===== src/include/bpm_defines.svh =====
`ifndef BPM_DEFINES_SVH
`define BPM_DEFINES_SVH

// channel count and raw sample format
`define BPM_NUM_CH      4
`define BPM_SAMPLE_W    16

// power accumulation
`define BPM_POWER_W     32
`define BPM_SQ_SHIFT    8     // each square is scaled down before it is summed

// abs value that flags a channel as overflowed
`define BPM_OVF_LIMIT   32512

// slow readout packet format
`define BPM_WORD_W      32
`define BPM_EVT_CNT_W   16
`define BPM_PID         32'h4142_504d   // "ABPM"
`define BPM_PKT_WORDS   8

`endif


===== src/design/bpm_sample_pkg.sv =====
`include "bpm_defines.svh"

package bpm_sample_pkg;

	////////////////////////////////////////////////////////////////////////////
	// per channel scalars
	////////////////////////////////////////////////////////////////////////////

	typedef logic signed [`BPM_SAMPLE_W-1:0] adc_sample_t; // two's complement ADC code
	typedef logic [`BPM_POWER_W-1:0] power_t;              // scaled sum of squares
	typedef logic [`BPM_SAMPLE_W-1:0] peak_t;              // abs value, never above 32767

	////////////////////////////////////////////////////////////////////////////
	// bundles on the busses
	////////////////////////////////////////////////////////////////////////////

	// one clock of ADC data, ch A in the top bits
	typedef struct packed {
		adc_sample_t a;
		adc_sample_t b;
		adc_sample_t c;
		adc_sample_t d;
		logic        last; // final sample of the event
	} sample_bus_t;

	typedef struct packed {
		power_t a;
		power_t b;
		power_t c;
		power_t d;
	} power_res_t;

	typedef struct packed {
		peak_t                  a;
		peak_t                  b;
		peak_t                  c;
		peak_t                  d;
		logic [`BPM_NUM_CH-1:0] ovf; // ch A in bit 3 down to ch D in bit 0
	} peak_res_t;

endpackage


===== src/design/bpm_packet_pkg.sv =====
`include "bpm_defines.svh"

package bpm_packet_pkg;

	// one 32 bit slow readout word
	typedef logic [`BPM_WORD_W-1:0] pkt_word_t;

	// packets sent since reset, wraps at 16 bits
	typedef logic [`BPM_EVT_CNT_W-1:0] evt_cnt_t;

	////////////////////////////////////////////////////////////////////////////
	// packer FSM
	////////////////////////////////////////////////////////////////////////////

	// idle waits for both results
	// send walks the 8 words
	typedef enum logic {
		idle = 1'b0,
		send = 1'b1
	} pack_state_t;

	// word order inside one packet
	//   0      packet id
	//   1      ovf bits | zeros | event count
	//   2..5   power A..D
	//   6      peak A | peak B
	//   7      peak C | peak D

endpackage


===== src/design/channel_power.sv =====
`timescale 1ns/10ps
`include "bpm_defines.svh"

module channel_power import bpm_sample_pkg::*; (
	input  logic        clk,
	input  logic        RST_EVENT_NO,
	input  sample_bus_t sample_in,
	input  logic        in_fire,      // sample accepted this cycle
	input  logic        res_take,     // packer grabs the held result
	output power_res_t  power_res,
	output logic        power_valid
);

	// scaled square of one sample
	function automatic power_t sq_term(input adc_sample_t s);
		logic signed [2*`BPM_SAMPLE_W-1:0] sq;
		sq = s * s; // at most 2^30 and never negative
		return power_t'(sq) >> `BPM_SQ_SHIFT;
	endfunction

	adc_sample_t smp [`BPM_NUM_CH]; // channels A..D as an array
	power_t      acc [`BPM_NUM_CH]; // running sums
	power_t      nxt [`BPM_NUM_CH]; // sums including this sample
	logic        first;             // next transfer opens an event

	assign smp[0] = sample_in.a;
	assign smp[1] = sample_in.b;
	assign smp[2] = sample_in.c;
	assign smp[3] = sample_in.d;

	always_comb begin
		for (int i = 0; i < `BPM_NUM_CH; i++) begin
			nxt[i] = (first ? '0 : acc[i]) + sq_term(smp[i]); // wraps mod 2^32
		end
	end

	// running sums of the open event
	always_ff @(posedge clk) begin
		if (in_fire) begin
			for (int i = 0; i < `BPM_NUM_CH; i++) begin
				acc[i] <= nxt[i];
			end
		end
	end

	// finished event lands in the held result
	always_ff @(posedge clk) begin
		if (in_fire && sample_in.last) begin
			power_res.a <= nxt[0];
			power_res.b <= nxt[1];
			power_res.c <= nxt[2];
			power_res.d <= nxt[3];
		end
	end

	always_ff @(posedge clk) begin
		if (RST_EVENT_NO) begin
			first       <= 1'b1;
			power_valid <= 1'b0;
		end else begin
			if (in_fire) first <= sample_in.last; // restart after a last
			if (in_fire && sample_in.last) power_valid <= 1'b1;
			else if (res_take) power_valid <= 1'b0;
		end
	end

	// top level stall has to keep an untaken result safe
	a_no_overwrite: assert property (@(posedge clk) disable iff (RST_EVENT_NO)
		!(in_fire && power_valid && !res_take));

endmodule


===== src/design/peak_detect.sv =====
`timescale 1ns/10ps
`include "bpm_defines.svh"

module peak_detect import bpm_sample_pkg::*; (
	input  logic        clk,
	input  logic        RST_EVENT_NO,
	input  sample_bus_t sample_in,
	input  logic        in_fire,
	input  logic        res_take,
	output peak_res_t   peak_res,
	output logic        peak_valid
);

	// abs value, negative full scale clips to 32767
	function automatic peak_t abs_sat(input adc_sample_t s);
		if (s[`BPM_SAMPLE_W-1] && (s[`BPM_SAMPLE_W-2:0] == '0))
			return {1'b0, {(`BPM_SAMPLE_W-1){1'b1}}};
		else if (s[`BPM_SAMPLE_W-1])
			return peak_t'(-s);
		else
			return peak_t'(s);
	endfunction

	adc_sample_t            smp [`BPM_NUM_CH];
	peak_t                  mag [`BPM_NUM_CH]; // abs of this sample
	peak_t                  pk [`BPM_NUM_CH];  // running max
	peak_t                  nxt_pk [`BPM_NUM_CH];
	logic [0:`BPM_NUM_CH-1] ovf;               // sticky, index 0 is ch A
	logic [0:`BPM_NUM_CH-1] nxt_ovf;
	logic [0:`BPM_NUM_CH-1] over_lim;          // held peaks at or above limit
	logic                   first;

	assign smp[0] = sample_in.a;
	assign smp[1] = sample_in.b;
	assign smp[2] = sample_in.c;
	assign smp[3] = sample_in.d;

	always_comb begin
		for (int i = 0; i < `BPM_NUM_CH; i++) begin
			mag[i]     = abs_sat(smp[i]);
			nxt_pk[i]  = (first || (mag[i] > pk[i])) ? mag[i] : pk[i];
			nxt_ovf[i] = (!first && ovf[i]) || (mag[i] >= `BPM_OVF_LIMIT);
		end
	end

	always_ff @(posedge clk) begin
		if (in_fire) begin
			pk  <= nxt_pk;
			ovf <= nxt_ovf;
		end
		if (in_fire && sample_in.last) begin
			peak_res <= {nxt_pk[0], nxt_pk[1], nxt_pk[2], nxt_pk[3], nxt_ovf}; // A lands in ovf[3]
		end
	end

	always_ff @(posedge clk) begin
		if (RST_EVENT_NO) begin
			first      <= 1'b1;
			peak_valid <= 1'b0;
		end else begin
			if (in_fire) first <= sample_in.last;
			if (in_fire && sample_in.last) peak_valid <= 1'b1; // same timing as power
			else if (res_take) peak_valid <= 1'b0;
		end
	end

	assign over_lim[0] = peak_res.a >= `BPM_OVF_LIMIT;
	assign over_lim[1] = peak_res.b >= `BPM_OVF_LIMIT;
	assign over_lim[2] = peak_res.c >= `BPM_OVF_LIMIT;
	assign over_lim[3] = peak_res.d >= `BPM_OVF_LIMIT;

	// a big held peak never shows without its ovf bit
	a_ovf_flag: assert property (@(posedge clk) disable iff (RST_EVENT_NO)
		peak_valid |-> ((over_lim & ~peak_res.ovf) == '0));

endmodule


===== src/design/event_packer.sv =====
`timescale 1ns/10ps
`include "bpm_defines.svh"

module event_packer import bpm_sample_pkg::*, bpm_packet_pkg::*; (
	input  logic       clk,
	input  logic       RST_EVENT_NO,
	input  power_res_t power_res,
	input  logic       power_valid,
	input  peak_res_t  peak_res,
	input  logic       peak_valid,
	output logic       res_take,  // one cycle, loads both results
	output pkt_word_t  pkt_word,
	output logic       out_valid,
	input  logic       out_ready
);

	localparam int idx_w = $clog2(`BPM_PKT_WORDS);
	localparam logic [idx_w-1:0] last_idx = idx_w'(`BPM_PKT_WORDS - 1);

	pack_state_t      state;
	logic [idx_w-1:0] word_idx; // word on the bus
	evt_cnt_t         evt_cnt;  // packets completed so far
	power_res_t       power_q;  // local copy, frees the accumulators
	peak_res_t        peak_q;
	logic             out_fire;
	logic             last_word;

	////////////////////////////////////////////////////////////////////////////
	// handshake
	////////////////////////////////////////////////////////////////////////////

	assign res_take  = (state == idle) && power_valid && peak_valid;
	assign out_valid = (state == send);
	assign out_fire  = out_valid && out_ready;
	assign last_word = (word_idx == last_idx);

	// results for this packet
	always_ff @(posedge clk) begin
		if (res_take) begin
			power_q <= power_res;
			peak_q  <= peak_res;
		end
	end

	always_ff @(posedge clk) begin
		if (RST_EVENT_NO) begin
			state    <= idle;
			word_idx <= '0;
			evt_cnt  <= '0;
		end else begin
			case (state)
				idle: begin
					if (res_take) begin
						state    <= send; // word 0 up next cycle
						word_idx <= '0;
					end
				end
				send: begin
					if (out_fire) begin
						if (last_word) begin
							state   <= idle;
							evt_cnt <= evt_cnt + 1'b1; // packet done
						end else begin
							word_idx <= word_idx + 1'b1;
						end
					end
				end
				default: state <= idle;
			endcase
		end
	end

	////////////////////////////////////////////////////////////////////////////
	// word mux
	////////////////////////////////////////////////////////////////////////////

	// all inputs are held regs, so a stalled word stays put
	always_comb begin
		case (word_idx)
			3'd0:    pkt_word = `BPM_PID;
			3'd1:    pkt_word = {peak_q.ovf, 12'b0, evt_cnt}; // status | count
			3'd2:    pkt_word = power_q.a;
			3'd3:    pkt_word = power_q.b;
			3'd4:    pkt_word = power_q.c;
			3'd5:    pkt_word = power_q.d;
			3'd6:    pkt_word = {peak_q.a, peak_q.b};
			default: pkt_word = {peak_q.c, peak_q.d};
		endcase
	end

	// stalled word must hold until the sink takes it
	a_hold: assert property (@(posedge clk) disable iff (RST_EVENT_NO)
		out_valid && !out_ready |=> out_valid && $stable(pkt_word));

endmodule


===== src/design/bpm_event_proc.sv =====
`timescale 1ns/10ps

module bpm_event_proc import bpm_sample_pkg::*, bpm_packet_pkg::*; (
	input  logic        clk,
	input  logic        RST_EVENT_NO,
	input  sample_bus_t sample_in,
	input  logic        in_valid,
	output logic        in_ready,
	output pkt_word_t   pkt_word,
	output logic        out_valid,
	input  logic        out_ready
);

	logic       in_fire;
	logic       res_take;
	power_res_t power_res;
	logic       power_valid;
	peak_res_t  peak_res;
	logic       peak_valid;

	// stall only while an untaken result is parked
	assign in_ready = !power_valid || res_take;
	assign in_fire  = in_valid && in_ready;

	////////////////////////////////////////////////////////////////////////////
	// two measurements side by side, then the packer
	////////////////////////////////////////////////////////////////////////////

	channel_power channel_power_inst (
		.clk          (clk),
		.RST_EVENT_NO (RST_EVENT_NO),
		.sample_in    (sample_in),
		.in_fire      (in_fire),
		.res_take     (res_take),
		.power_res    (power_res),
		.power_valid  (power_valid)
	);

	peak_detect peak_detect_inst (
		.clk          (clk),
		.RST_EVENT_NO (RST_EVENT_NO),
		.sample_in    (sample_in),
		.in_fire      (in_fire),
		.res_take     (res_take),
		.peak_res     (peak_res),
		.peak_valid   (peak_valid)
	);

	event_packer event_packer_inst (
		.clk          (clk),
		.RST_EVENT_NO (RST_EVENT_NO),
		.power_res    (power_res),
		.power_valid  (power_valid),
		.peak_res     (peak_res),
		.peak_valid   (peak_valid),
		.res_take     (res_take),
		.pkt_word     (pkt_word),
		.out_valid    (out_valid),
		.out_ready    (out_ready)
	);

	// in_ready looks at power_valid alone, so both flags have to move together
	a_valid_pair: assert property (@(posedge clk) disable iff (RST_EVENT_NO)
		power_valid == peak_valid);

endmodule


===== config.mk =====
export PLATFORM = sky130hd
export DESIGN_NAME = bpm_event_proc
export DESIGN_NICKNAME = d
export VERILOG_FILES = /design/src/design/bpm_sample_pkg.sv /design/src/design/bpm_packet_pkg.sv /design/src/design/channel_power.sv /design/src/design/peak_detect.sv /design/src/design/event_packer.sv /design/src/design/bpm_event_proc.sv
export VERILOG_INCLUDE_DIRS = /design/src /design/src/include
export SDC_FILE = /design/constraint.sdc
export NUM_CORES = 2
export LEC_CHECK = 0
export BUFFER_PORTS_ARGS = -buffer_cell sky130_fd_sc_hd__buf_2
export CAP_MARGIN = 20
export CORE_ASPECT_RATIO = 1.4
export CORE_MARGIN = 1.5
export CORE_UTILIZATION = 59
export DETAILED_ROUTE_END_ITERATION = 6
export HOLD_SLACK_MARGIN = 0.1
export PLACE_DENSITY = 0.79
export REMOVE_ABC_BUFFERS = 1
export SLEW_MARGIN = 0
export SYNTH_ARGS = -nofsm -noshare
export SYNTH_HDL_FRONTEND = slang
export SYNTH_HIERARCHICAL = 1
export SYNTH_SLANG_ARGS = --single-unit

===== constraint.sdc =====
create_clock -name clk -period 11.55 [get_ports clk]
set_input_delay 0.5775 -clock clk [delete_from_list [all_inputs] [get_ports clk]]
set_output_delay 0.5775 -clock clk [all_outputs]
set_load 0.05 [all_outputs]

## After elaboration in Yosys (flattened, before gate mapping)

Memory sizes are Yosys's and may differ from the RTL's.
Cells that the tools add are included.
Widths: inputs -> output; s select.

- Bits in writable memories: 128
- Output and inout port bits: 34
- Register bits after elaboration: 482
- Input port bits: 69
- Memories kept: 1
- Logic and storage cells: 123

Memories:

| name | words | width | read ports | clocked after memory_dff | wr ports | RTL line | RTL |
|---|---|---|---|---|---|---|---|
| channel_power_inst.acc | 4 | 32 | 4 | 0 | 4 | channel_power.sv:22 | `` power_t acc [`BPM_NUM_CH]; `` |

- $add $sub $neg: 10
- Eq/ne operators: 10
- Muxes and demuxes: 29
- $mul: 4
- Bitwise logic cells: 1
- Reduce and logical (&&, ||, !) cells: 32
- $lt $le $gt $ge: 8

Operators with widths:

| cell | count |
|---|---|
| $pmux 32 s7 | 1 |
| $mux 16 | 12 |
| $add 32x24->32 | 4 |
| $mul 16x16->32 | 4 |
| $mux 32 | 4 |
| $ge 16x15->1 const B | 4 |
| $gt 16x16->1 | 4 |
| $neg 16->16 | 4 |
| $logic_not 15->1 | 4 |
| $add 16x1->16 const B | 1 |
| $logic_and 1x1->1 | 13 |
| $eq 3x3->1 const B | 4 |
| $logic_or 1x1->1 | 9 |
| $mux 3 | 3 |
| $mux 1 | 7 |
| $eq 3x2->1 const B | 2 |
| $ne 2x2->1 const B | 3 |
| $pmux 3 s2 | 1 |
| $reduce_and 3->1 | 2 |
| $add 3x1->3 const B | 1 |
| $eq 3x1->1 const B | 1 |
| $logic_not 3->1 | 1 |
| $logic_not 1->1 | 2 |
| $pmux 1 s2 | 1 |
| other kinds (2) | 2 |

## Longest topological paths before layout

- Word-level depth: 7
- Gate-level depth with buffers: 36
- Mapped depth without buffers: 33

## Hierarchy

The synthesis kept the hierarchy.

Modules (own cells, without submodules):

| module | times used | area an instance (um^2) | cells each | seq. area each (um^2) |
|---|---|---|---|---|
| channel_power | 1 | 47944.7 | 4822 | 7727.4 |
| peak_detect | 1 | 8450.6 | 762 | 4124.0 |
| event_packer | 1 | 8274.2 | 520 | 6286.0 |
| bpm_event_proc | 1 | 22.5 | 2 | 0.0 |

## Worst setup path after synthesis

Ideal clock, no wire load.

- Path kind: register to register
- From: reg event_packer_inst.state, in the netlist event_packer_inst/out_valid
- To: reg channel_power_inst/power_res[0] (netlist name)
- Path buffers: 0
- Arrival time: 10.920 ns
- Period minus slack after synthesis: 11.422 ns
- Stages on the path, launching flop included: 5
- Required time: 11.048 ns
- Path slack: 0.128 ns
- Cells stage by stage: dfxtp_1 and3b_1 nand2b_4 and2_4 and2_1

- Cells in the longest elaborated chain, start to end: 6

RTL lines:

| element | RTL line | RTL |
|---|---|---|
| start: declaration | event_packer.sv:20 | `pack_state_t state;` |
| start signal: assignment | event_packer.sv:47 | `state <= idle;` |
| start signal: assignment | event_packer.sv:54 | `state <= send;` |
| start signal: assignment | event_packer.sv:61 | `state <= idle;` |
| $not 1->1 | event_packer.sv:32 | `assign res_take = (state == idle) && power_valid && peak_valid;` |
| $logic_and 1x1->1 (2 in series) | event_packer.sv:32 |  |
| via res_take | bpm_event_proc.sv:15 | `logic res_take;` |
| $logic_or 1x1->1 | bpm_event_proc.sv:22 | `assign in_ready = !power_valid \|\| res_take;` |
| via in_ready | bpm_event_proc.sv:8 | `output logic in_ready,` |
| $logic_and 1x1->1 | bpm_event_proc.sv:23 | `assign in_fire = in_valid && in_ready;` |
| via in_fire | bpm_event_proc.sv:14 | `logic in_fire;` |
| $logic_and 1x1->1 | channel_power.sv:48 | `if (in_fire && sample_in.last) begin` |

The timed path passes the listed nets, and every way through them passes these cells.
A chain may end at the register's enable or synchronous reset.

==> results.sh <==
export IMPL_run_status="finished, violations left"
export IMPL_violations="design-rule violations"
export IMPL_fin_hold_ws_ns=0.336
export IMPL_worstSetupStartpointType="input pin"
export IMPL_post_dp_cell_area_um2=66500
export IMPL_syn_inst=6106
export IMPL_drive_gt1_frac=0.0538
export IMPL_cts_tree="yes"
export IMPL_synth_edff_count=588
export IMPL_postCtsResizedCells=0
export IMPL_worstReg2RegEnd="channel_power_inst/acc[2][30]"
export IMPL_cts_setup_buffers=0
export IMPL_die_w_um=283
export IMPL_drc_errors=2
export IMPL_fin_worst_skew_ns=0.0321
export IMPL_wire_per_inst_um=19.6
export IMPL_slew_viol_final=0
export IMPL_first_pass_iters=7
export IMPL_clock_fmax_mhz=113
export IMPL_vias_per_cell=5.72
export IMPL_rsz0062_at_grt="false"
export IMPL_synth_avg_cell_area_um2=10.6
export IMPL_fin_crit_ns=8.86
export IMPL_grt_usage=0.277
export IMPL_cap_violations=0
export IMPL_initial_utilization=0.596
export IMPL_wirelength_um=149000
export IMPL_grt_pass1_wl_um=241000
export IMPL_fin_tns_setup_ns=0
export IMPL_worstPathRequired_ns=11.90
export IMPL_grt_max_degree=181
export IMPL_drtAntennaViolNets=0
export IMPL_reg2reg_depth=13
export IMPL_ys_types=102
export IMPL_grt_antenna_before_repair=2
export IMPL_yosysWarnings=6
export IMPL_cts_buffer_depth=3
export IMPL_async_reset_ff_frac=0
export IMPL_overflow=0
export IMPL_dieArea_um2=112000
export IMPL_die_h_um=395
export IMPL_min_from="out_ready"
export IMPL_clock_latency_ns=0.63
export IMPL_cts_sinks=612
export IMPL_ctsHoldBuffers=0
export IMPL_hold_path_class="in -> reg"
export IMPL_period_share=0.767
export IMPL_synth_ff_type="edfxtp_1"
export IMPL_crit_path_end_kind="flop"
export IMPL_area_delta_synth_final_pct=5.57
export IMPL_h_tree_depth=2
export IMPL_final_nets=7658
export IMPL_r2r_setup_slack_ns=6.89
export IMPL_final_common_cell="inv_1"
export IMPL_seq_area_frac_synth=0.280
export IMPL_vias=43593
export IMPL_drt_iter0_markers=3266
export IMPL_final_cell_mix="inv_1, fa_1, edfxtp_1"
export IMPL_layoutNonFillerInstCount=7619
export IMPL_io_pins=103
export IMPL_place_detailed_hpwl_um=117000
export IMPL_grt_pass1_vias=47303
export IMPL_synth_cell_area_um2=64700
export IMPL_ys_ff_latch=612
export IMPL_port_buffers=102
export IMPL_fillerInstances=8494
export IMPL_numCtsBuffers=53
export IMPL_gp_congestion=0.943
export IMPL_critPathArrivalTime_ns=9.21
export IMPL_clkTransAtPathRegs_ns=0.07
export IMPL_finalSetupViolCount=0
export IMPL_cts_root_buffer="clkbuf_16"
export IMPL_num_rows=143
export IMPL_hold_violations=0
export IMPL_crit_type="in -> reg"
export IMPL_numPlacedInstances=7519
export IMPL_r2r_start="channel_power_inst/first"
export IMPL_min_to="event_packer_inst/out_valid"
export IMPL_tightest_slew_ns=1.28
export IMPL_slew_headroom=0.147
export IMPL_core_area_um2=109000
export IMPL_cp_max_fo=39
export IMPL_final_cell_area_um2=68300
export IMPL_worstHoldPathCells=4
kinds of logic (layout without fill, tap and decap cells):
family          count (synthesis)  in the layout  share of synthesized area
buf+inv                      1518           1580                     0.0893
fa+ha+maj                    1465           1465                      0.394
simple gates                 1408           1408                      0.106
compound gates                719            719                     0.0753
flops                         612            612                      0.280
xor+xnor                      294            294                     0.0398
mux                            90             90                     0.0155
other cells                     0              1                          0
metal layers:
layer,track usage,share of wire,up-vias
li1,-,-,19665
met1,0.317,0.36,21973
met2,0.509,0.53,1506
met3,0.0334,0.058,445
met4,0.134,0.055,4
met5,0,0.00012,-
worst max-delay path, cell delays in order:
cell and delay, ns:
buf_2 0.53, inv_1 0.41, nor2_1 0.24, fa_1 0.52
inv_1 0.19, fa_1 0.51, inv_1 0.26, fa_1 0.49
fa_1 0.58, fa_1 0.44, fa_1 0.45, ha_1 0.37
nand2_1 0.07, nor3_1 0.42, o211ai_1 0.32, a21oi_2 0.26
o31a_1 0.23, or4_4 0.16, nand2_1 0.06, xnor2_1 0.29
ha_1 0.35, and2_1 0.20, a22o_1 0.21, a2111oi_1 0.67
nor3_1 0.15, xnor2_1 0.18, nor2_1 0.07
sequential cells by signal, summed over array words and instances (netlist names):
register and count:
peak_detect_inst/peak_valid 1, channel_power_inst/acc 128, peak_detect_inst/first 1, event_packer_inst/peak_q 68
peak_detect_inst/ovf 4, channel_power_inst/power_res 128, event_packer_inst/out_valid 1, event_packer_inst/power_q 128
peak_detect_inst/pk 64, peak_detect_inst/peak_res 68, event_packer_inst/word_idx 3, event_packer_inst/evt_cnt 16
channel_power_inst/power_valid 1, channel_power_inst/first 1
cell usage after synthesis, types with 13 or more instances:
master / instances / area [µm²]
o21ai_1: 33 / 165
nor2_1: 320 / 1200
dfxtp_1: 24 / 480
nand2b_1: 45 / 282
a31oi_1: 30 / 188
xnor2_1: 199 / 1740
o31ai_1: 13 / 97.6
and3_1: 36 / 225
o211ai_1: 23 / 173
nand4_1: 46 / 288
a222oi_1: 24 / 240
clkbuf_1: 130 / 488
xor2_1: 95 / 832
ha_1: 515 / 6440
nand3_1: 49 / 245
mux2_2: 72 / 811
a21oi_1: 195 / 976
fa_1: 950 / 19000
a31o_2: 14 / 123
a21o_1: 67 / 503
edfxtp_1: 588 / 17700
or3_1: 15 / 93.8
a22oi_1: 24 / 180
and2_1: 158 / 988
o21a_1: 46 / 345
inv_1: 1361 / 5110
nor3_1: 71 / 355
a211oi_1: 24 / 180
nor2b_1: 138 / 863
o21bai_1: 18 / 135
nand2_1: 456 / 1710
o21ai_0: 82 / 410
per-stage QoR:
step	setup slack [ns]	util
final	2.69	0.629
after global routing	2.04	0.629
after global placement	2.19	0.612
after floorplan	0.128	-
after CTS	2.64	0.629
after detailed placement	1.97	0.612
worst max-delay path by stage:
stage | depth (start not counted) | end | startpoint
final | 27 | channel_power_inst/power_res[28] | sample_in[16]
after global routing | 27 | channel_power_inst/acc[3][28] | sample_in[16]
after CTS | 27 | channel_power_inst/power_res[28] | sample_in[16]
after detailed placement | 27 | channel_power_inst/acc[3][28] | sample_in[16]
after global placement | 28 | channel_power_inst/acc[3][28] | sample_in[16]
after floorplan | 4 | channel_power_inst/power_res[0] | event_packer_inst/out_valid
cell type report:
| type | instances | area [µm²] | share of cell area |
|---|---|---|---|
| sequential | 612 | 18100 | 0.266 |
| tap | 1450 | 1810 | 0.0266 |
| clock inverter | 34 | 387 | 0.00566 |
| antenna | 1 | 2.50 | 0.0000366 |
| timing repair buffer | 118 | 656 | 0.00960 |
| clock buffer | 65 | 1390 | 0.0204 |
| multi-input combinational | 3976 | 40800 | 0.597 |
| inverter | 1363 | 5120 | 0.0749 |
Power is left out: the tool's default activity adds up to more than one toggle a clock period on the data nets, which glitch-free logic cannot reach.
